$ cat src/design/soc_pkg.sv
`default_nettype none

package soc_pkg;

  ////////////////////////////////////////////////////////////
  // Address map and sizes
  ////////////////////////////////////////////////////////////

  localparam int unsigned RAM_SIZE  = 1024;            // Bytes.
  localparam int unsigned RAM_WORDS = RAM_SIZE / 4;
  localparam int unsigned RAM_AW    = $clog2(RAM_WORDS);

  localparam logic [31:0] PERIPH_BASE = 32'h8000_0000;
  localparam logic [31:0] PERIPH_END  = 32'h8000_6000; // First address past the window.

  // Address bits 15 to 12 pick the peripheral inside the window.
  localparam logic [3:0] LED_PAGE = 4'd1;
  localparam logic [3:0] HEX_PAGE = 4'd2;

  localparam int unsigned HEX_SCAN_BITS = 2;           // Four clocks per digit.

  localparam logic IRQ_CAUSE_FLAG = 1'b1;

  ////////////////////////////////////////////////////////////
  // Bus and register types
  ////////////////////////////////////////////////////////////

  typedef struct packed {
    logic        req;
    logic        we;
    logic [3:0]  be;
    logic [31:0] addr;
    logic [31:0] wdata;
  } bus_req_t;

  typedef enum logic [1:0] {
    RDSEL_NONE,
    RDSEL_MEM,
    RDSEL_LEDS,
    RDSEL_HEX
  } rdsel_e;

  // The bus writes this word by byte lanes, the scanner reads it by digits.
  typedef union packed {
    logic [1:0][7:0] bytes;
    logic [3:0][3:0] digits;
  } hex_word_u;

endpackage

`default_nettype wire

$ cat src/design/led_ctrl.sv
`timescale 1ns/1ps
`default_nettype none

module led_ctrl (
  input  wire                     clk_i,
  input  wire                     arst_n_i,
  input  soc_pkg::bus_req_t       bus_i,
  input  wire                     we_i,
  output logic             [15:0] leds_o
);

  logic [15:0] leds_q;

  // Only the two low byte lanes reach the register.
  always_ff @(posedge clk_i or negedge arst_n_i) begin
    if (!arst_n_i) begin
      leds_q <= '0;
    end else if (we_i) begin
      for (int lane = 0; lane < 2; lane++) begin
        if (bus_i.be[lane]) begin
          leds_q[8*lane +: 8] <= bus_i.wdata[8*lane +: 8];
        end
      end
    end
  end

  assign leds_o = leds_q;

endmodule

`default_nettype wire

$ cat config.mk
export PLATFORM = sky130hd
export DESIGN_NAME = led_ctrl
export DESIGN_NICKNAME = d
export VERILOG_FILES = /design/src/design/soc_pkg.sv /design/src/design/led_ctrl.sv
export SDC_FILE = /design/constraint.sdc
export NUM_CORES = 1
export LEC_CHECK = 0
export BUFFER_PORTS_ARGS = -buffer_cell sky130_fd_sc_hd__buf_4
export CAP_MARGIN = 25
export CORE_MARGIN = 5
export CORE_UTILIZATION = 25
export DETAILED_ROUTE_END_ITERATION = 8
export HOLD_SLACK_MARGIN = 0.02
export PLACE_DENSITY = 0.72
export SLEW_MARGIN = 20
export SYNTH_ARGS = -nofsm -noshare
export SYNTH_HDL_FRONTEND = slang
export SYNTH_SLANG_ARGS = --single-unit
export TNS_END_PERCENT = 10
$ cat constraint.sdc
create_clock -name clk_i -period 0.8 [get_ports clk_i]
set_clock_uncertainty 0.05 [all_clocks]
set_input_delay 0.24 -clock clk_i [delete_from_list [all_inputs] [get_ports clk_i]]
set_output_delay 0.24 -clock clk_i [all_outputs]
set_load 0.01 [all_outputs]
Yosys cells after proc, flatten, opt, wreduce, memory -nomap -nowiden
Cells that the tools add are included.
{"block": "totals", "regBits": 16, "input_bits": 73, "output_inout_bits": 16, "word_cells": 4}
{"block": "op_classes", "n_reduce_logical": 2}
{"op": "AND reduction 2 bit", "n": 2}

Logic depth before layout (Yosys ltp)
{"block": "depth", "ltp_word": 1, "mapped_depth": 2, "ltp_nobuf": 2}

Least setup slack after synthesis
No wires, ideal clock.
{"block": "synth_path", "path_kind": "input to register", "start": "input bus_i[64] in the netlist's numbering", "end": "register leds_q[0], in the netlist leds_o[0]", "setup_ps": 125, "path_buffers": 0, "t_required_ps": 625, "slack_ps": -78, "t_arrival_ps": 703, "path_stages": 2, "path_cell_list": "nand2_2 mux2_2"}
{"block": "synth_via", "elab_chain_cells": 1}
{"element": "from (decl)", "line": "led_ctrl.sv:7", "source": "input soc_pkg::bus_req_t bus_i,"}
{"element": "AND reduction 2 bit (no line)"}
{"element": "to (signal, indexed assignment)", "line": "led_ctrl.sv:21", "source": "leds_q[8*lane +: 8] <= bus_i.wdata[8*lane +: 8];"}
{"element": "to (decl)", "line": "led_ctrl.sv:12", "source": "logic [15:0] leds_q;"}
No other way between the ends.
A chain may end at the register's enable or synchronous reset.

Worst setup path after layout
{"block": "layout_path", "start": "register leds_q[7], in the netlist leds_o[7]", "end": "output leds_o[7]"}
{"element": "to (decl)", "line": "led_ctrl.sv:9", "source": "output logic [15:0] leds_o"}
No word-level cell between the ends.

==> impl_metrics.yaml <==
worst_setup_path:
  crit_path_max_fanout: 2
  regToRegStartpoint: "leds_o[1]"
  startpoint: "leds_o[7]"
  crit_chain: "buf_6"
  r2r-end: "leds_o[1]"
  crit_family: "flip-flops"
  slowest_stage: "dfrtp_1"
  cp-end-kind: "output pin"
  crit_required_ps: 510
  cp_num_buf_inv: 1
  worst_path_largest_cell_delay_ps: 410
  startpoint_type: "flip-flop"
  reg2regPathDepth: 2
  worstPathArrival_ps: 820
  r2r_slack_ps: -150
  crit_type: "reg -> out"
cells_and_area:
  area_growth_pct: 84.2
  fin_area_sq_um: 1090
  multi_input_area_sq_um: 280
  layout_common_cells: "buf_4, mux2_4, dfrtp_1"
  largest_register_ffs: 16
  seq_area_sq_um: 400
  fin_util: 0.489
  fill_cells: 210
  layout_commonest_cell: "buf_4"
  drive_gt1_frac: 0.790
  fin_nets: 155
  diodes: 0
placement:
  place_area_sq_um: 986
  io_buffers: 36
  dp_hpwl_um: 1160
  routabilityCongestion: 0.662
global_routing:
  grt_overflow: 0
  grt_max_degree: 17
  grt_pass1_vias: 534
  antenna_found_initial: 0
  grt_pass1_wl_um: 2480
  grt_usage: 0.0966
die:
  dieWidth_um: 58.7
  die_y_um: 58.7
  ioPinCount: 89
  start_util: 0.266
  row_count: 17
  core_area_sq_um: 2230
  dieArea_sq_um: 3450
timing:
  setup_violations: 31
  relSlewSlack: 0.867
  max_freq_mhz: 900
  worst_pin_slew_ps: 199
  final.setup.tns_ps: -5680
  final_max_slew_viol_count: 0
  rsz0062_at_grt: "true"
  period_share: 1.39
  period_minus_slack_ps: 1110
  hold_viol_final: 0
  layout_setup_ws_ps: -311
yosys:
  synthCells: 34
  syn_area_sq_um: 593
  ys_warn_count: 0
  synth-seq-cells: 16
  yosysUniqueCellTypes: 3
  syn_nets: 107
  yosysSeqAreaShare: 0.675
  syn_area_per_cell_sq_um: 17.4
pwr:
  power_leakage_uw: 0.000572
  ir_drop_mv: 1.20
  p_per_area_nw_per_um2: 2010
  total_power_uw: 2190
route:
  wirelength_um: 1490
  antenna_left: 0
  drt_iter0_markers: 5
  dr.pass1.iters: 2
  wl_per_cell_um: 13.7
  vias_per_cell: 4.18
  vias: 456
  drc: 0
run_status:
  violations: "setup timing"
  status: "finished, violations left"
clock_network:
  clock_latency_ps: 280
  cts_num_sinks: 16
  path_clk_slew_ps: 100
  cts_buffers: 3
  cts_tree: "yes"
  h-tree-depth: 1
  cts_buffer_depth: 2
  clockRootBuffer: "clkbuf_4"
hold_path:
  worstHoldStart: "bus_i[4]"
  min_to: "leds_o[4]"
  holdPathStages: 2
  hp-class: "in -> reg"
flow_run:
  cap_violations: 0
-- repair_timing --
| action | CTS | global route |
|---|---|---|
| hold endpoints to repair | 16 | 0 |
| setup endpoints to repair | 31 | 32 |
| pin swaps | 0 | 0 |
| hold buffers | 1 | 0 |
| buffers inserted | 4 | 2 |
| resized for setup | 3 | 1 |
-- Yosys cell counts --
cell | n | share of area
dfrtp_1 | 16 | 0.68
mux2_2 | 16 | 0.30
nand2_2 | 2 | 0.021
-- logic make-up (layout without fill, tap and decap cells) --
kind of cell / after synthesis / count (layout) / share of synthesized area
mux: 16 / 16 / 0.304
flops: 16 / 16 / 0.675
simple gates: 2 / 2 / 0.0211
buf+inv: 0 / 47 / 0
-- worst max path at each step --
| stage | slack, ps | to | cells after the start |
|---|---|---|---|
| detailed placement | -210 | leds_o[13] | 3 |
| finish | -310 | leds_o[7] | 1 |
| global placement | -200 | leds_o[13] | 3 |
| CTS | -320 | leds_o[7] | 1 |
| global route | -370 | leds_o[14] | 1 |
| floorplan | -20 | leds_o[0] | 1 |
-- per-layer routing --
layer / track usage / up-vias / part of all wire
met3: 0.0395 / 0 / 0.097
met1: 0.112 / 219 / 0.41
met4: 0.0388 / 0 / 0
met2: 0.158 / 23 / 0.49
li1: - / 214 / -
met5: 0 / - / 0
-- power breakdown --
group	internal (uW)	leakage (uW)	total, uW	switching [uW]
clock network	277	0.0000210	521	244
logic	452	0.000363	671	218
registers	928	0.000188	1000	72.8
total	1660	0.000572	2190	535
-- stage by stage --
step,setup slack [ps],instances,hold WS (ps)
floorplan,-19.4,34,-106
global placement,-196,98,57.7
detailed placement,-207,98,60.3
CTS,-325,107,120
global route,-367,109,105
finish,-311,109,132
-- cell type report --
cell class	count	share of cell area
clock buffer	4	0.0332
multi-input combinational	18	0.257
sequential	16	0.367
tap	28	0.0321
timing repair buffer	43	0.312
Note: power is estimated with default switching activity, not from simulation.
