$ cat src/design/soc_pkg.sv
`default_nettype none

package soc_pkg;

  ////////////////////////////////////////////////////////////
  // Address map and sizes
  ////////////////////////////////////////////////////////////

  localparam int unsigned RAM_SIZE  = 1024;            // Bytes.
  localparam int unsigned RAM_WORDS = RAM_SIZE / 4;
  localparam int unsigned RAM_AW    = $clog2(RAM_WORDS);

  localparam logic [31:0] PERIPH_BASE = 32'h8000_0000;
  localparam logic [31:0] PERIPH_END  = 32'h8000_6000; // First address past the window.

  // Address bits 15 to 12 pick the peripheral inside the window.
  localparam logic [3:0] LED_PAGE = 4'd1;
  localparam logic [3:0] HEX_PAGE = 4'd2;

  localparam int unsigned HEX_SCAN_BITS = 2;           // Four clocks per digit.

  localparam logic IRQ_CAUSE_FLAG = 1'b1;

  ////////////////////////////////////////////////////////////
  // Bus and register types
  ////////////////////////////////////////////////////////////

  typedef struct packed {
    logic        req;
    logic        we;
    logic [3:0]  be;
    logic [31:0] addr;
    logic [31:0] wdata;
  } bus_req_t;

  typedef enum logic [1:0] {
    RDSEL_NONE,
    RDSEL_MEM,
    RDSEL_LEDS,
    RDSEL_HEX
  } rdsel_e;

  // The bus writes this word by byte lanes, the scanner reads it by digits.
  typedef union packed {
    logic [1:0][7:0] bytes;
    logic [3:0][3:0] digits;
  } hex_word_u;

endpackage

`default_nettype wire

$ cat src/design/irq_ctrl.sv
`timescale 1ns/1ps
`default_nettype none

module irq_ctrl (
  input  wire         clk_i,
  input  wire         arst_n_i,
  input  wire  [31:0] int_req_i,
  input  wire  [31:0] mie_i,
  input  wire         irq_ack_i,
  output logic        irq_o,
  output logic [31:0] mcause_o,
  output logic [31:0] int_fin_o
);

  logic [31:0] masked;
  logic        any_req;
  logic [4:0]  prio_idx;
  logic        busy_q;
  logic [4:0]  idx_q;
  logic [31:0] fin_q;

  assign masked  = int_req_i & mie_i;
  assign any_req = |masked;

  // Lowest set index wins, so scan from the top down.
  always_comb begin
    prio_idx = '0;
    for (int i = 31; i >= 0; i--) begin
      if (masked[i]) prio_idx = 5'(i);
    end
  end

  ////////////////////////////////////////////////////////////
  // Idle and serving state
  ////////////////////////////////////////////////////////////

  always_ff @(posedge clk_i or negedge arst_n_i) begin
    if (!arst_n_i) begin
      busy_q <= 1'b0;
      idx_q  <= '0;
      fin_q  <= '0;
    end else begin
      fin_q <= '0;
      if (!busy_q) begin
        if (any_req) begin
          busy_q <= 1'b1;
          idx_q  <= prio_idx;
        end
      end else if (irq_ack_i) begin
        busy_q       <= 1'b0;
        fin_q[idx_q] <= 1'b1;  // One cycle completion pulse.
      end
    end
  end

  assign irq_o     = busy_q;
  assign mcause_o  = {soc_pkg::IRQ_CAUSE_FLAG, 26'd0, idx_q};
  assign int_fin_o = fin_q;

endmodule

`default_nettype wire

$ cat config.mk
export PLATFORM = sky130hd
export DESIGN_NAME = irq_ctrl
export DESIGN_NICKNAME = d
export VERILOG_FILES = /design/src/design/soc_pkg.sv /design/src/design/irq_ctrl.sv
export SDC_FILE = /design/constraint.sdc
export NUM_CORES = 1
export LEC_CHECK = 0
export BUFFER_PORTS_ARGS = -buffer_cell sky130_fd_sc_hd__buf_4
export CAP_MARGIN = 10
export CORE_ASPECT_RATIO = 1.75
export CORE_MARGIN = 4
export CORE_UTILIZATION = 25
export DETAILED_ROUTE_END_ITERATION = 12
export PLACE_DENSITY = 0.63
export SLEW_MARGIN = 0
export SYNTH_ARGS = -nofsm -noshare
export SYNTH_HDL_FRONTEND = slang
export SYNTH_SLANG_ARGS = --single-unit
$ cat constraint.sdc
create_clock -name clk_i -period 2.24 [get_ports clk_i]
set_input_delay 0.224 -clock clk_i [delete_from_list [all_inputs] [get_ports clk_i]]
set_output_delay 0.224 -clock clk_i [all_outputs]
set_load 0.01 [all_outputs]
; ---- Word level (Yosys, flattened, before mapping)
; Index checks and enable logic that the tools add are counted.
[classes]
order_cmp = 2
n_mux = 39
n_bitwise = 2
n_reduce_logical = 3
[ops]
columns = op, count
row1 = two-way mux 5 bit, 32
row2 = two-way mux 32 bit, 2
row3 = AND 32 bit, 1
row4 = OR reduction 32 bit, 1
row5 = "< comparator 5 x 6 -> 1 bit, second input constant", 1
row6 = demux 1 bit (select 5 bit), 1
row7 = "greater-or-equal comparator 5 x 1 -> 1 bit, second input constant", 1
row8 = two-way mux 1 bit, 4
row9 = AND reduction 2 bit, 1
row10 = logical AND 1 bit, 1
row11 = inverter 1 bit, 1
[word_totals]
ff_bits = 38
output_inout_bits = 65
word_cells = 49

; ---- Logic depth before layout (Yosys ltp)
[logic_depth]
ltp_word = 33
mapped_depth = 6

; ---- Worst setup path before layout
; OpenSTA, ideal clock, no wires.
[synth_timing]
path_type = input port to flip-flop
startpoint = in int_req_i[30]
endpoint = reg idx_q[0]
setup_time_ps = 140
arrival_ps = 1257
required_ps = 2100
path_slack_ps = 842
cell_stages = 5
path_buffers = 0
cell_sequence = a22oi_1 nor2b_2 nand3_2 o41ai_4 o41ai_1
[synth_via]
elab_chain_cells = 32
[synth_lines]
columns = element, line_no
row1 = from (decl), irq_ctrl.sv:7  ; input wire [31:0] int_req_i,
row2 = AND 32 bit (*), irq_ctrl.sv:22  ; assign masked = int_req_i & mie_i;
row3 = two-way mux 5 bit (31 in series), irq_ctrl.sv:29  ; if (masked[i]) prio_idx = 5'(i);
row4 = to (signal assigned), irq_ctrl.sv:47  ; idx_q <= prio_idx;
row5 = to (decl), irq_ctrl.sv:19  ; logic [4:0] idx_q;
; Mark *: on every way between the ends. The rest lies on a longest branch, timed or not.
; A chain may end at the register's enable or synchronous reset.

; ---- Worst setup path after layout
[layout_timing]
startpoint = in int_req_i[3]
endpoint = reg idx_q[0]
[layout_via]
elab_chain_cells = 5
[layout_lines]
columns = element, line_no
row1 = AND 32 bit (*), irq_ctrl.sv:22
row2 = two-way mux 5 bit (4 in series), irq_ctrl.sv:29
; Marks and branches as above.

==> impl_metrics.env <==
export IMPL_antennaDiodeCount=0
export IMPL_die_y_um=128
export IMPL_fin_crit_ns=1.48
export IMPL_timing_rr_start="irq_o"
export IMPL_viasPerCell=4.64
export IMPL_cp_max_fo=7
export IMPL_postCtsSetupRepairBufs=0
export IMPL_place_hpwl_um=4940
export IMPL_first_pass_iters=4
export IMPL_yosys_warnings=0
export IMPL_synth_top_area_cell="dfrtp_1"
export IMPL_power_density_nw_per_um2=832
export IMPL_vdd_drop_max_mv=0.320
export IMPL_whs_path_depth=2
export IMPL_clock_path_buffers=2
export IMPL_antenna_found_initial=0
export IMPL_start_util_pct=25.6
export IMPL_cts_buffers=5
export IMPL_tns_ns=0
export IMPL_end_kind="flip-flop"
export IMPL_pin_count=132
export IMPL_synth_distinct_cells=39
export IMPL_fin_crit_sh_pct=65.9
export IMPL_skew_ns=0.00350
export IMPL_grt_pass1_wl_um=9360
export IMPL_arrival_ns=1.63
export IMPL_cpMaxStageDelayCell="o41ai_4"
export IMPL_fmax_mhz=678
export IMPL_synthTopCellsByArea="dfrtp_1 (47%), buf_4 (9.9%), nor2_1 (7.2%)"
export IMPL_reg2reg_depth=3
export IMPL_fin_nets=388
export IMPL_r2r_setup_slack_ns=0.97
export IMPL_cts_repair_resized=0
export IMPL_clock_sinks=38
export IMPL_power_leakage_nw=1.54
export IMPL_start_kind="input pin"
export IMPL_row_count=43
export IMPL_critPathKind="in2reg"
export IMPL_cp_data_required_time_ns=2.40
export IMPL_grt_use_total_pct=11.9
export IMPL_finalSetupViolCount=0
export IMPL_ctsHoldBuffers=1
export IMPL_regArea_um2=951
export IMPL_cap_violations=0
export IMPL_die_w_um=76.3
export IMPL_cts_tree="yes"
export IMPL_vias=1912
export IMPL_grt_pass1_vias=2043
export IMPL_min_to="irq_o"
export IMPL_core_area_um2=7960
export IMPL_place_area_um2=2810
export IMPL_multi_input_area_um2=952
export IMPL_pre_cts_slack_ns=0.476
export IMPL_die_area_um2=9730
export IMPL_cts_max_level=2
export IMPL_synth_flop_cell="dfrtp_1"
export IMPL_grt_setup_unrepaired="false"
export IMPL_fin_area_um2=3020
export IMPL_hold_viol=0
export IMPL_n_fill_cell=822
export IMPL_synth_edf_count=0
export IMPL_ant_nets=0
export IMPL_cts_clk_slew_worst_paths_ns=0.05
export IMPL_globalplace_congestion=0.758
export IMPL_clock_latency_ns=0.28
export IMPL_cpPeakStageDelay_ns=0.56
export IMPL_p_total_mw=2.51
export IMPL_worst_hold_path_type="in2reg"
export IMPL_synthCells=216
export IMPL_port_buffer_count=104
export IMPL_yosysSeqAreaShare_pct=46.6
export IMPL_slew_viol_final=0
export IMPL_synth_commonest_cells="nor2_1 (39), dfrtp_1 (38), nand2_1 (29), buf_4 (27), a22oi_1 (8)"
export IMPL_drc=0
export IMPL_status="finished, final reports clean"
export IMPL_post_drt_wl_per_cell_um=14.1
export IMPL_cts_root_buffer="clkbuf_16"
export IMPL_synth_area_per_cell_um2=9.45
export IMPL_gr_total_overflow=0
export IMPL_netlist_area_um2=2040
export IMPL_wl_um=5810
export IMPL_drtIter0Drc=56
export IMPL_syn2layout_area_growth_pct=47.7
export IMPL_worstReg2RegEnd="int_fin_o[16]"
export IMPL_holdCritStartpoint="irq_ack_i"
export IMPL_drive_gt1_share_pct=38.5
export IMPL_yosysTopAreaCellShare_pct=46.6
export IMPL_worst_slack_ns=0.764
export IMPL_synthArstFlopShare_pct=100
export IMPL_cp_cell_sequence="buf_4, a22oi_1, nand4_1, o41ai_4, nand2_1, o41ai_1"
export IMPL_ys_seq_elements=38
export IMPL_yosysMostFrequentCell="nor2_1"
export IMPL_grt_max_degree=39
logic make-up after synthesis:
logic type | Yosys count | synth area share [%]
AND/OR/NAND/NOR | 93 | 20.9
AO/OA/AOI/OAI | 48 | 20.8
flip-flops | 38 | 46.6
buffers and inverters | 35 | 11.4
other | 2 | 0.368
power breakdown:
group | switching [mW] | internal, mW | leakage, nW
clock | 0.256 | 0.668 | 0.0971
sequential | 0.120 | 0.767 | 0.520
combinational | 0.372 | 0.326 | 0.926
total | 0.748 | 1.76 | 1.54
flip-flops by register name (all words and copies together) (netlist names):
register / count
idx_q: 5
irq_o: 1
int_fin_o: 32
stage by stage:
stage	hold WS, ns	std cells	utilization, %
6_report	0.154	412	37.9
5_1_grt	0.177	412	37.9
4_1_cts	0.148	412	37.9
3_5_place_dp	0.209	403	35.3
3_3_place_gp	0.204	403	35.3
2_1_floorplan	-0.0716	241	-
critical path: cells and delay by family:
| kind | cells | cell delay, ns |
|---|---|---|
| buffers and inverters | 1 | 0.11 |
| and+or+nand+nor | 2 | 0.36 |
| AOI/OAI and AO/OA | 3 | 0.93 |
cells in the final DEF (no fill, tap or decap), types with 2 or more instances in the layout:
master     count
a21oi_1        6
a222oi_1       2
a22o_1         2
a22oi_1        8
a22oi_2        7
a31oi_1        2
a32o_1         2
a32oi_1        3
and2_1         2
buf_4        104
bufinv_16      2
clkbuf_16      5
conb_1        27
dfrtp_1       38
inv_1          3
nand2_1       29
nand3_1        6
nand3b_1       3
nand4_1        4
nor2_1        39
o211ai_1       2
o21ai_0        3
o31ai_1        2
or3_1          2
or3b_1         2
layer usage:
| metal | vias to the layer above | global-route usage (%) | share of wire (%) |
|---|---|---|---|
| met5 | - | 0 | 0 |
| met4 | 0 | 4.48 | 1.8 |
| met3 | 7 | 2.54 | 8.2 |
| met2 | 113 | 24.1 | 56 |
| met1 | 869 | 11.4 | 34 |
| li1 | 923 | - | - |
worst max path at each step:
stage | end | cells past startpoint | slack (ns) | startpoint
detailed placement | idx_q[0] | 6 | 0.48 | int_req_i[3]
finish | idx_q[0] | 6 | 0.76 | int_req_i[3]
global placement | idx_q[0] | 5 | 0.55 | int_req_i[23]
global route | idx_q[0] | 6 | 0.56 | int_req_i[3]
floorplan | idx_q[0] | 5 | 0.84 | int_req_i[30]
CTS | idx_q[0] | 6 | 0.74 | int_req_i[23]
layout make-up:
cell class,count,share of cell area (%)
clock buffer,6,4.60
multi-input combinational,168,31.6
inverter,3,0.373
sequential,38,31.5
timing repair buffer,105,26.2
tap,90,3.73
clock inverter,2,1.99
No activity file was read; power rests on OpenSTA's default activity.
