<file path="config.mk">
export PLATFORM = sky130hd
export DESIGN_NAME = hex_ctrl
export DESIGN_NICKNAME = d
export VERILOG_FILES = /design/src/design/soc_pkg.sv /design/src/design/hex_ctrl.sv
export SDC_FILE = /design/constraint.sdc
export NUM_CORES = 1
export LEC_CHECK = 0
export BUFFER_PORTS_ARGS = -buffer_cell sky130_fd_sc_hd__buf_4
export CORE_MARGIN = 5
export CORE_UTILIZATION = 41
export DETAILED_ROUTE_END_ITERATION = 8
export GPL_ROUTABILITY_DRIVEN = 0
export HOLD_SLACK_MARGIN = 0.02
export PLACE_DENSITY = 0.88
export SYNTH_ARGS = -nofsm -noshare
export SYNTH_HDL_FRONTEND = slang
export SYNTH_SLANG_ARGS = --single-unit
export TNS_END_PERCENT = 30
</file>
<file path="constraint.sdc">
create_clock -name clk_i -period 5.5 [get_ports clk_i]
set_clock_uncertainty 0.15 [all_clocks]
set_input_delay 0.275 -clock clk_i [delete_from_list [all_inputs] [get_ports clk_i]]
set_output_delay 0.275 -clock clk_i [all_outputs]
set_load 0.01 [all_outputs]
</file>
<file path="src/design/soc_pkg.sv">
`default_nettype none

package soc_pkg;

  ////////////////////////////////////////////////////////////
  // Address map and sizes
  ////////////////////////////////////////////////////////////

  localparam int unsigned RAM_SIZE  = 1024;            // Bytes.
  localparam int unsigned RAM_WORDS = RAM_SIZE / 4;
  localparam int unsigned RAM_AW    = $clog2(RAM_WORDS);

  localparam logic [31:0] PERIPH_BASE = 32'h8000_0000;
  localparam logic [31:0] PERIPH_END  = 32'h8000_6000; // First address past the window.

  // Address bits 15 to 12 pick the peripheral inside the window.
  localparam logic [3:0] LED_PAGE = 4'd1;
  localparam logic [3:0] HEX_PAGE = 4'd2;

  localparam int unsigned HEX_SCAN_BITS = 2;           // Four clocks per digit.

  localparam logic IRQ_CAUSE_FLAG = 1'b1;

  ////////////////////////////////////////////////////////////
  // Bus and register types
  ////////////////////////////////////////////////////////////

  typedef struct packed {
    logic        req;
    logic        we;
    logic [3:0]  be;
    logic [31:0] addr;
    logic [31:0] wdata;
  } bus_req_t;

  typedef enum logic [1:0] {
    RDSEL_NONE,
    RDSEL_MEM,
    RDSEL_LEDS,
    RDSEL_HEX
  } rdsel_e;

  // The bus writes this word by byte lanes, the scanner reads it by digits.
  typedef union packed {
    logic [1:0][7:0] bytes;
    logic [3:0][3:0] digits;
  } hex_word_u;

endpackage

`default_nettype wire

</file>
<file path="src/design/hex_ctrl.sv">
`timescale 1ns/1ps
`default_nettype none

module hex_ctrl (
  input  wire                     clk_i,
  input  wire                     arst_n_i,
  input  soc_pkg::bus_req_t       bus_i,
  input  wire                     we_i,
  output logic             [15:0] hex_o,
  output logic             [6:0]  seg_o,
  output logic             [3:0]  an_o
);

  soc_pkg::hex_word_u               hex_q;
  logic [soc_pkg::HEX_SCAN_BITS-1:0] presc_q;
  logic [1:0]                       digit_q;
  logic [3:0]                       nibble;
  logic [6:0]                       seg_on;

  always_ff @(posedge clk_i or negedge arst_n_i) begin
    if (!arst_n_i) begin
      hex_q <= '0;
    end else if (we_i) begin
      for (int lane = 0; lane < 2; lane++) begin
        if (bus_i.be[lane]) hex_q.bytes[lane] <= bus_i.wdata[8*lane +: 8];
      end
    end
  end

  ////////////////////////////////////////////////////////////
  // Digit scanner
  ////////////////////////////////////////////////////////////

  always_ff @(posedge clk_i or negedge arst_n_i) begin
    if (!arst_n_i) begin
      presc_q <= '0;
      digit_q <= '0;
    end else begin
      presc_q <= presc_q + 1'b1;
      if (&presc_q) digit_q <= digit_q + 1'b1; // Prescaler wraps.
    end
  end

  assign nibble = hex_q.digits[digit_q];

  // Segment order is {g, f, e, d, c, b, a}, lit when high.
  always_comb begin
    case (nibble)
      4'h0: seg_on = 7'h3f;
      4'h1: seg_on = 7'h06;
      4'h2: seg_on = 7'h5b;
      4'h3: seg_on = 7'h4f;
      4'h4: seg_on = 7'h66;
      4'h5: seg_on = 7'h6d;
      4'h6: seg_on = 7'h7d;
      4'h7: seg_on = 7'h07;
      4'h8: seg_on = 7'h7f;
      4'h9: seg_on = 7'h6f;
      4'ha: seg_on = 7'h77;
      4'hb: seg_on = 7'h7c;
      4'hc: seg_on = 7'h39;
      4'hd: seg_on = 7'h5e;
      4'he: seg_on = 7'h79;
      default: seg_on = 7'h71;
    endcase
  end

  assign seg_o = ~seg_on;                  // Display is active low.
  assign an_o  = ~(4'b0001 << digit_q);
  assign hex_o = hex_q;

endmodule

`default_nettype wire

</file>
Yosys cells after proc, flatten, opt, wreduce, memory -nomap -nowiden
Memory sizes are Yosys's and may differ from the RTL's.
Index checks and enable logic that the tools add are counted.
Widths: inputs -> output; s select.
- input bits: 73
- bits in read-only memories: 112
- word-level logic and storage cells: 16
- output and inout bits: 27
- register bits after elaboration: 20
- memories: 1
- mux-type cells: 2
- reductions and logical operators: 3
- shift-type cells: 1
- add/sub/neg operators: 2
- bitwise gates (word level): 2
- $lt $le $gt $ge: 1
- memory list (memory ; words ; width ; rd ports ; clocked after Yosys merged registers in ; write ports ; RTL line ; text):
    (name not given) ; 16 ; 7 ; 1 ; 0 ; 0 ; hex_ctrl.sv:48 ; case (nibble)
- operators with widths (cell ; count):
    $bmux 4 s2 ; 1
    $not 7->7 ; 1
    $reduce_and 2->1 ; 3
    $add 2x1->2 const B ; 2
    $mux 4 ; 1
    $not 4->4 ; 1
    $shl 1x2->4 const A ; 1
    $lt 2x3->1 const B ; 1

Depth between registers and ports, before layout
An unclocked memory read counts as a cell.
- word-level depth: 4
- mapped depth: 7

Worst setup path after synthesis
No wires, ideal clock.
- kind: flip-flop to output port
- start: register digit_q[0]
- end: output port seg_o[3]
- data arrival time: 1.915 ns
- stages on the path, launching flop included: 7
- data required time: 5.075 ns
- path slack: 3.160 ns
- path through: dfrtp_1 buf_6 mux4_2 inv_1 ha_1 mux2_1 mux2i_1
- cells in the longest elaborated chain, start to end: 4
- RTL lines (what ; RTL line ; text):
    start: declaration ; hex_ctrl.sv:16 ; logic [1:0] digit_q;
    start signal: assignment ; hex_ctrl.sv:40 ; if (&presc_q) digit_q <= digit_q + 1'b1;
    $bmux 4 s2 ; hex_ctrl.sv:44 ; assign nibble = hex_q.digits[digit_q];
    $mux 4 (implied by the code) ; hex_ctrl.sv:44 ;
    $mem_v2 16x7 ; n/a ;
    $not 7->7 ; hex_ctrl.sv:68 ; assign seg_o = ~seg_on;
    end: declaration ; hex_ctrl.sv:10 ; output logic [6:0] seg_o,
No other way between the ends. The select of a mux whose other input is x is not followed.

Worst setup path in the final report
Same ends and word-level chain as after synthesis.

==> flow_metrics.py <==
metrics = {
    "worst_setup_path": {
        "path_delay_family": "multiplexers",
        "cpMostUsedCell": "inv_1",
        "max_stage_delay_ps": 640,
        "arrival_ps": 2560,
        "crit_path_start_kind": "flip-flop",
        "path_cells": "mux4_2 -> inv_1 -> ha_1 -> inv_1 -> mux2_1 -> mux2i_1 -> buf_4",
        "crit_buf_inv": 3,
        "path_max_fanout": 8,
        "critPathKind": "flip-flop to output port",
        "cp_slowest_cell": "mux4_2",
        "crit_required_ps": 5080,
        "endpoint_kind": "output port",
    },
    "detailed_routing": {
        "wl_per_cell_um": 14.6,
        "first_pass_iters": 3,
        "vias": 856,
        "viasPerCell": 4.98,
        "routed_wirelength_um": 2520,
        "final_antenna_net_count": 0,
        "drtIter0Drc": 32,
        "drc": 0,
    },
    "final_layout": {
        "area_growth_pct": 34.7,
        "nets": 226,
        "fin_cells": 172,
        "layout-drive-gt1-share": 0.511,
        "fin_area_um2": 1580,
        "fill_cells": 230,
        "antenna_cells": 0,
    },
    "sta": {
        "hold_viol": 0,
        "drv_slew": 0,
        "worstMarginPinSlew_ps": 404,
        "whs_ps": 44.5,
        "finalSetupViolations": 0,
        "maxSlewHeadroom": 0.730,
        "post-route-period-util": 0.542,
        "period_needed_ps": 2980,
        "grt_setup_unrepaired": "false",
        "setup_tns_ps": 0,
        "max_freq_mhz": 335,
    },
    "clocking": {
        "cts_sinks": 20,
        "cts_resized": 0,
        "htreeDepth": 1,
        "cts-root-buf": "clkbuf_4",
        "numCtsBuffers": 3,
        "cts_max_path_buffers": 2,
        "cts.clk_slew.worst_paths_ps": 110,
        "cts_tree": "yes",
        "worstSkewPairLatency_ps": 300,
    },
    "grt": {
        "overflow": 0,
        "grt_max_degree": 21,
        "antenna_found_initial": 0,
        "grt_pass1_wl_um": 4240,
        "grtUsageTotal": 0.132,
        "grt_pass1_vias": 940,
    },
    "floorplanning": {
        "dieArea_um2": 4040,
        "start_util": 0.426,
        "die_w_um": 63.5,
        "die_y_um": 63.5,
        "ios": 100,
        "coreArea_um2": 2760,
        "num_rows": 19,
    },
    "place": {
        "dp_hpwl_um": 2070,
        "dpl_cell_area_um2": 1540,
        "io_buffers": 47,
        "dp_cells": 167,
    },
    "hold_path": {
        "worst_hold_path_type": "input pin to flip-flop",
    },
    "yosys": {
        "ys_types": 24,
        "ys_seq_elements": 20,
        "yosysSeqAreaShare": 0.426,
        "yosys_warnings": 0,
        "netlist_area_um2": 1170,
        "avgSynthCellArea_um2": 12.8,
        "synthCells": 92,
        "postSynthNetCount": 176,
    },
    "pwr": {
        "pwr-share-clk": 0.201,
        "vdd_ir_drop_max_uv": 205,
        "seqPwrFrac": 0.425,
        "p_sw_mw": 0.127,
        "power.total_mw": 0.419,
        "netSwitchingFraction": 0.302,
        "p_leak_nw": 0.775,
        "p_per_area_nw_per_um2": 265,
        "intPower_mw": 0.293,
        "comb_power_share": 0.374,
    },
    "run": {
        "drv_cap": 0,
    },
    "status": {
        "status": "finished clean",
    },
}
state kept, by name, indices dropped and copies added, names as in the netlist:
register / count
hex_o: 16
digit_q: 2
presc_q: 2
cells in the mapped netlist:
cell,instances,area (µm²)
mux2_2,16,180
ha_1,11,138
o21ai_1,1,5.00
xor2_1,1,8.76
mux2i_1,3,30.0
nor2b_1,1,6.26
o31ai_1,1,7.51
buf_4,1,7.51
a211oi_2,1,12.5
nand3b_1,1,7.51
nand3_1,1,5.00
o21ai_0,1,5.00
a22o_1,1,8.76
mux2_1,3,33.8
xnor2_1,1,8.76
nor2_1,1,3.75
dfrtp_1,20,500
nor3b_1,2,15.0
inv_1,12,45.0
mux4_2,4,90.1
o22ai_1,2,12.5
buf_6,2,22.5
nand2_1,4,15.0
nand2b_1,1,6.26
cell usage in the layout, fill, tap and decap left out:
cell type and n:
a211oi_2 1, a22o_1 1, buf_4 47, clkbuf_4 3, clkbuf_8 1, dfrtp_1 20, dlygate4sd3_1 1, ha_1 11
inv_1 12, mux2_1 3, mux2_2 16, mux2i_1 3, mux4_2 4, nand2_1 4, nand2b_1 1, nand3_1 1
nand3b_1 1, nor2_1 1, nor2b_1 1, nor3b_1 2, o21ai_0 1, o21ai_1 1, o22ai_1 2, o31ai_1 1
xnor2_1 1, xor2_1 1
what timing repair did:
action                                 4_1_cts  5_1_grt
buffers inserted                             0        0
endpoints found under the hold margin       20        0
hold buffers                                 1        0
through the flow:
step	setup slack [ps]	utilization
after floorplan	3160	-
after global placement	2920	0.557
after detailed placement	2850	0.557
after CTS	2500	0.574
after global routing	2330	0.574
final	2520	0.574
layer usage:
layer | track usage | routed length, µm | share of wire
met5 | 0 | 0 | 0
met4 | 0.0390 | 36 | 0.014
met3 | 0.0515 | 241 | 0.096
met2 | 0.212 | 1140 | 0.45
met1 | 0.162 | 1100 | 0.44
final cells by class:
cell class | count | area, µm² | share of cell area
well taps | 31 | 38.8 | 0.0245
inverters | 12 | 45.0 | 0.0285
repair buffers | 48 | 363 | 0.229
multi-input cells | 57 | 599 | 0.379
clock buffers | 4 | 36.3 | 0.0229
flip-flops and latches | 20 | 500 | 0.316
logic make-up after synthesis:
family	after synthesis	synth area share
compound gates	7	0.0437
xor+xnor	2	0.0149
fa+ha+maj	11	0.117
buf+inv	15	0.0639
flops	20	0.426
mux	26	0.284
simple gates	11	0.0500
worst paths after layout:
| path | cells after the start | endpoint | startpoint | slack, ps |
|---|---|---|---|---|
| setup / recovery | 7 | seg_o[3] | digit_q[0] | 2520 |
| hold / removal | 2 | hex_o[10] | bus_i[10] | 40 |
| setup reg to reg | 4 | digit_q[1] | digit_q[0] | 4070 |
| hold reg to reg | 1 | presc_q[0] | presc_q[0] | 290 |
| max in group asynchronous | 2 | digit_q[0] | arst_n_i | 4770 |
| min in group asynchronous | 2 | hex_o[15] | arst_n_i | 220 |
power groups by stage:
stage               registers, mW  logic, mW  clock network (mW)
floorplan                   0.186     0.0796                   0
global placement            0.180      0.153                   0
detailed placement          0.181      0.159                   0
CTS                         0.179      0.160              0.0863
global route                0.181      0.173              0.0925
finish                      0.178      0.157              0.0841
Power figures use the tool's default switching activity.
