**src/design/soc_pkg.sv**
```systemverilog
`default_nettype none

package soc_pkg;

  ////////////////////////////////////////////////////////////
  // Address map and sizes
  ////////////////////////////////////////////////////////////

  localparam int unsigned RAM_SIZE  = 1024;            // Bytes.
  localparam int unsigned RAM_WORDS = RAM_SIZE / 4;
  localparam int unsigned RAM_AW    = $clog2(RAM_WORDS);

  localparam logic [31:0] PERIPH_BASE = 32'h8000_0000;
  localparam logic [31:0] PERIPH_END  = 32'h8000_6000; // First address past the window.

  // Address bits 15 to 12 pick the peripheral inside the window.
  localparam logic [3:0] LED_PAGE = 4'd1;
  localparam logic [3:0] HEX_PAGE = 4'd2;

  localparam int unsigned HEX_SCAN_BITS = 2;           // Four clocks per digit.

  localparam logic IRQ_CAUSE_FLAG = 1'b1;

  ////////////////////////////////////////////////////////////
  // Bus and register types
  ////////////////////////////////////////////////////////////

  typedef struct packed {
    logic        req;
    logic        we;
    logic [3:0]  be;
    logic [31:0] addr;
    logic [31:0] wdata;
  } bus_req_t;

  typedef enum logic [1:0] {
    RDSEL_NONE,
    RDSEL_MEM,
    RDSEL_LEDS,
    RDSEL_HEX
  } rdsel_e;

  // The bus writes this word by byte lanes, the scanner reads it by digits.
  typedef union packed {
    logic [1:0][7:0] bytes;
    logic [3:0][3:0] digits;
  } hex_word_u;

endpackage

`default_nettype wire

```
**src/design/addr_decoder.sv**
```systemverilog
`timescale 1ns/1ps
`default_nettype none

module addr_decoder (
  input  soc_pkg::bus_req_t bus_i,
  output logic              ram_we_o,
  output logic              led_we_o,
  output logic              hex_we_o,
  output soc_pkg::rdsel_e   rdsel_o
);

  logic       in_ram;
  logic       in_periph;
  logic [3:0] page;
  logic       wr;

  assign in_ram    = bus_i.addr < soc_pkg::RAM_SIZE;
  assign in_periph = (bus_i.addr >= soc_pkg::PERIPH_BASE) &&
                     (bus_i.addr <  soc_pkg::PERIPH_END);
  assign page      = bus_i.addr[15:12];
  assign wr        = bus_i.req && bus_i.we;

  // Target selection. Invalid addresses and empty pages fall to NONE.
  always_comb begin
    rdsel_o = soc_pkg::RDSEL_NONE;
    if (in_ram) begin
      rdsel_o = soc_pkg::RDSEL_MEM;
    end else if (in_periph) begin
      case (page)
        soc_pkg::LED_PAGE: rdsel_o = soc_pkg::RDSEL_LEDS;
        soc_pkg::HEX_PAGE: rdsel_o = soc_pkg::RDSEL_HEX;
        default:           rdsel_o = soc_pkg::RDSEL_NONE;
      endcase
    end
  end

  // Write strobes follow the selected target.
  assign ram_we_o = wr && (rdsel_o == soc_pkg::RDSEL_MEM);
  assign led_we_o = wr && (rdsel_o == soc_pkg::RDSEL_LEDS);
  assign hex_we_o = wr && (rdsel_o == soc_pkg::RDSEL_HEX);

endmodule

`default_nettype wire

```
**config.mk**
```make
export PLATFORM = sky130hd
export DESIGN_NAME = addr_decoder
export DESIGN_NICKNAME = d
export VERILOG_FILES = /design/src/design/soc_pkg.sv /design/src/design/addr_decoder.sv
export SDC_FILE = /design/constraint.sdc
export NUM_CORES = 1
export LEC_CHECK = 0
export BUFFER_PORTS_ARGS = -buffer_cell sky130_fd_sc_hd__buf_4
export CORE_AREA = 2 2 39 41
export DETAILED_ROUTE_END_ITERATION = 6
export DIE_AREA = 0 0 41 43
export GPL_TIMING_DRIVEN = 1
export PLACE_DENSITY = 0.74
export SYNTH_ARGS = -nofsm -noshare
export SYNTH_HDL_FRONTEND = slang
export SYNTH_SLANG_ARGS = --single-unit
```
**constraint.sdc**
```tcl
create_clock -name vclk -period 1.9
set_input_delay 0.095 -clock vclk [all_inputs]
set_output_delay 0.095 -clock vclk [all_outputs]
set_load 0.005 [all_outputs]
```
# Word-level counts from Yosys, hierarchy flattened
# Cells that the tools add are included.
# totals
in_bits	70
ff_bits	0
# classes
mux	3
eq_ne	5
n_reduce_logical	5
order_cmp	3
# ops
operator	n
$ge 32x32->1 const B	1
$lt 32x11->1 const B	1
$lt 32x32->1 const B	1
$logic_and 1x1->1	5
$eq 2x2->1 const B	2
$eq 4x1->1 const B	1
$eq 4x2->1 const B	1
$mux 2	2
$pmux 2 s2	1
$eq 2x1->1 const B	1

# Depth between registers and ports, before layout
# logic_depth
word_depth	6
ltp_mapped	3
depth_no_buf	3

# Worst setup path after synthesis
# OpenSTA, ideal clock, no wires.
# synth_path
kind	input -> output
start	input bus_i[49] (netlist name)
end	output hex_we_o
arrival_ps	774
t_required_ps	1805
cell_stages	3
setup_slack_ps	1031
path_cell_list	nor4_1 -> nand4_1 -> nor3_1
# synth_via
elab_chain_cells	6
elab_cells_between_ends	8
classes_between	3 x order compare; 1 x eq/ne; 2 x mux; 2 x reduce/logical
# synth_lines
element	line	source
start, declared	addr_decoder.sv:5	input soc_pkg::bus_req_t bus_i,
$ge 32x32->1 / $lt 32x32->1 (equally long branches)	addr_decoder.sv:18, addr_decoder.sv:19	
$logic_and 1x1->1	addr_decoder.sv:18	assign in_periph = (bus_i.addr >= soc_pkg::PERIPH_BASE) &&
$mux 2	addr_decoder.sv:28	end else if (in_periph) begin
$mux 2 *	addr_decoder.sv:26	if (in_ram) begin
$eq 2x2->1 *	addr_decoder.sv:40	assign hex_we_o = wr && (rdsel_o == soc_pkg::RDSEL_HEX);
$logic_and 1x1->1 *	addr_decoder.sv:40	
end, declared	addr_decoder.sv:8	output logic hex_we_o,
# Every way passes the cells marked *; elsewhere a longest branch is shown, timed or not.

# Worst setup path after layout
# layout_path
start	input bus_i[49] (netlist name)
end	output rdsel_o[1]
# layout_via
elab_chain_cells	4
elab_cells_between_ends	6
classes_between	3 x order compare; 2 x mux; 1 x reduce/logical
# layout_lines
element	line	source
$ge 32x32->1 / $lt 32x32->1 (equally long branches)	addr_decoder.sv:18, addr_decoder.sv:19	
$logic_and 1x1->1	addr_decoder.sv:18	
$mux 2	addr_decoder.sv:28	
$mux 2 *	addr_decoder.sv:26	
end, declared	addr_decoder.sv:9	output soc_pkg::rdsel_e rdsel_o
# Marked as above.

==> results_tabular.tex <==
\begin{tabular}{lr}
\hline
Metric & Value \\
\hline
\multicolumn{2}{l}{\textbf{STA}} \\
\quad Period Utilization, post-route & 0.657 \\
\quad Relative slew slack & 0.761 \\
\quad Achievable frequency & 801 MHz \\
\quad Number of hold-slack violations in the final timing report & 0 \\
\quad Setup TNS Final & 0 ns \\
\quad Actual slew at the worst max-slew pin & 0.358 ns \\
\quad \# setup viols final & 0 \\
\quad Max-slew violation count & 0 \\
\quad Slack of the critical path & 0.652 ns \\
\quad Final Critical Period & 1.25 ns \\
\quad Setup repair after global routing missed its margin & false \\
\multicolumn{2}{l}{\textbf{Yosys}} \\
\quad Post-synthesis instance area & 133 sq um \\
\quad Syn\_nets & 91 \\
\quad Cell type with the highest aggregate area in the netlist & sky130\_fd\_sc\_hd\_\_nor3\_1 \\
\quad Top cell type's share of synthesized area & 0.226 \\
\quad Syn Inst Count & 21 \\
\quad Mean area per synthesized cell & 6.32 sq um \\
\quad Most repeated cell in the gate-level netlist after synthesis & sky130\_fd\_sc\_hd\_\_nor3\_1 \\
\quad Warnings, synthesis & 0 \\
\quad Sequential element share of the synthesized area & 0 \\
\quad Post-synth top cells & 6 x sky130\_fd\_sc\_hd\_\_nor3\_1, 4 x sky130\_fd\_sc\_hd\_\_nand4\_1, 2 x sky130\_fd\_sc\_hd\_\_nor2\_1, 2 x sky130\_fd\_sc\_hd\_\_nor2b\_1, 2 x sky130\_fd\_sc\_hd\_\_nor4\_2 \\
\quad Distinct cell type count after synthesis & 10 \\
\quad Cell types with the largest area share after synthesis & sky130\_fd\_sc\_hd\_\_nor3\_1 23\%, sky130\_fd\_sc\_hd\_\_nand4\_1 19\%, sky130\_fd\_sc\_hd\_\_nor4\_2 19\%, sky130\_fd\_sc\_hd\_\_nor2b\_1 9.4\%, sky130\_fd\_sc\_hd\_\_a22oi\_1 5.7\% \\
\multicolumn{2}{l}{\textbf{Min path}} \\
\quad HP Class & in -> out \\
\multicolumn{2}{l}{\textbf{Floorplanning}} \\
\quad Top-level port count & 75 \\
\quad Die ar. & 1760 sq um \\
\quad Area of the core & 1380 sq um \\
\quad Die Span Y & 43 um \\
\quad Horizontal die dimension & 41 um \\
\quad Floorplan row count & 14 \\
\quad Initial cell density of the core & 0.0958 \\
\multicolumn{2}{l}{\textbf{Finish}} \\
\quad Total number of sequential cells & 0 \\
\quad Multi-input logic area & 133 sq um \\
\quad Storage element area & 0 sq um \\
\quad Fraction of final layout cells with drive strength greater than 1 & 0.620 \\
\quad Finished Layout Cells & 66 \\
\quad Final Cell Area & 370 sq um \\
\quad Clock buffers & 0 \\
\quad Number of diodes & 0 \\
\quad Layout-stage area growth over the synthesis result & 179\% \\
\quad Final-layout fill cell count & 154 \\
\quad Net count reported at finish & 122 \\
\multicolumn{2}{l}{\textbf{Status}} \\
\quad Outcome & finished clean \\
\multicolumn{2}{l}{\textbf{Worst setup path}} \\
\quad Type of the setup path with the least slack & in -> out \\
\quad Required time of the worst setup path & 1.80 ns \\
\quad Cell Chain, Critical Path & buf\_4 -> nor4\_1 -> nand4\_1 -> nor3\_1 -> buf\_4 \\
\quad Slowest Stage Delay on Critical Path & 0.30 ns \\
\quad Startpoint kind of the worst setup timing path & primary input \\
\quad Data arrival time of the critical path & 1.15 ns \\
\quad CP endpoint kind & primary output \\
\quad Slowest-stage cell, CP & sky130\_fd\_sc\_hd\_\_nor4\_1 \\
\quad Largest fanout on the critical path & 5 \\
\quad Critical Path Sink & rdsel\_o[1] \\
\quad Critical path startpoint & bus\_i[49] \\
\quad Cell mode on critical path & sky130\_fd\_sc\_hd\_\_buf\_4 \\
\multicolumn{2}{l}{\textbf{Power and ir drop}} \\
\quad Peak supply drop & 0.0306 mV \\
\quad PwrDens & 139 nW/um\^{}2 \\
\quad Static leakage & 0.159 nW \\
\multicolumn{2}{l}{\textbf{Clock network}} \\
\quad Number of buffers added for setup after CTS & 0 \\
\quad Post-CTS resize count & 0 \\
\quad Number of buffers inserted by hold repair at cts & 0 \\
\multicolumn{2}{l}{\textbf{Routing}} \\
\quad Vias after detailed routing & 286 \\
\quad Antenna-violating nets left & 0 \\
\quad Routed Wire Length & 671 um \\
\quad Count of TritonRoute iterations in the first routing pass & 4 \\
\quad Routed WL per cell & 10.2 um \\
\quad Routed via count divided by cell count & 4.33 \\
\quad DRC violation count after routing & 0 \\
\quad DR iter-0 viols & 1 \\
\multicolumn{2}{l}{\textbf{Run}} \\
\quad Count of maximum capacitance violations & 0 \\
\multicolumn{2}{l}{\textbf{Global routing}} \\
\quad Pin count of the biggest net entering global routing & 6 \\
\quad Vias in the first global route & 260 \\
\quad Global-route wire length before repair & 903 um \\
\quad Initial antenna violation count & 0 \\
\quad GRT overflow & 0 \\
\quad Overall Global Routing Usage & 0.0689 \\
\multicolumn{2}{l}{\textbf{Placed design}} \\
\quad Placed Cells incl. Taps & 66 \\
\quad \# port buffers & 29 \\
\quad Placer's final routability congestion estimate & 0.548 \\
\quad Post-Place Worst Slack & 0.653 ns \\
\quad Cell Area, Placed & 370 sq um \\
\hline
\end{tabular}
where the power goes:
group | total, mW | internal (mW) | switching [mW]
clock network | 0 | 0 | 0
registers | 0 | 0 | 0
logic | 0.0516 | 0.0358 | 0.0158
total | 0.0516 | 0.0358 | 0.0158
through the flow:
step / utilization / hold WS, ns / power (mW)
after floorplan: - / 0.282 / 0.00925
after global placement: 0.268 / 0.534 / 0.0509
after detailed placement: 0.268 / 0.531 / 0.0519
after CTS: 0.268 / 0.531 / 0.0521
after global routing: 0.268 / 0.556 / 0.0559
final: 0.268 / 0.530 / 0.0516
layer usage:
metal	routed length (um)	vias up	track usage
met1	229	115	0.0665
met3	170	0	0.0262
met2	271	24	0.134
met4	0	0	0
met5	0	-	0
li1	-	147	-
area by class of cell:
cell class         count  share of cell area
repair buffers        29               0.588
multi-input cells     21               0.358
well taps             16              0.0541
critical path, delay by kind of cell:
| kind | cells | cell delay [ns] |
|---|---|---|
| buffers and inverters | 2 | 0.26 |
| and+or+nand+nor | 3 | 0.81 |
worst min-delay path by stage:
stage	cells after the start	start	to
2_1_floorplan	2	bus_i[68]	hex_we_o
3_3_place_gp	4	bus_i[68]	hex_we_o
3_5_place_dp	4	bus_i[68]	hex_we_o
4_1_cts	4	bus_i[68]	hex_we_o
5_1_grt	4	bus_i[68]	ram_we_o
6_report	4	bus_i[68]	hex_we_o
cells in the final DEF, fill, tap and decap left out:
master / instances
sky130_fd_sc_hd__buf_4: 29
sky130_fd_sc_hd__nor3_1: 6
sky130_fd_sc_hd__nand4_1: 4
sky130_fd_sc_hd__nor2_1: 2
sky130_fd_sc_hd__nor2b_1: 2
sky130_fd_sc_hd__nor4_2: 2
sky130_fd_sc_hd__nor3b_1: 1
sky130_fd_sc_hd__a22oi_1: 1
sky130_fd_sc_hd__or3_1: 1
sky130_fd_sc_hd__nor4_1: 1
sky130_fd_sc_hd__o21ai_0: 1
logic make-up after synthesis:
logic type | Yosys count | synth area share
AO/OA/AOI/OAI | 2 | 0.0943
AND/OR/NAND/NOR | 19 | 0.906
Note: power is estimated with default switching activity, not from simulation.
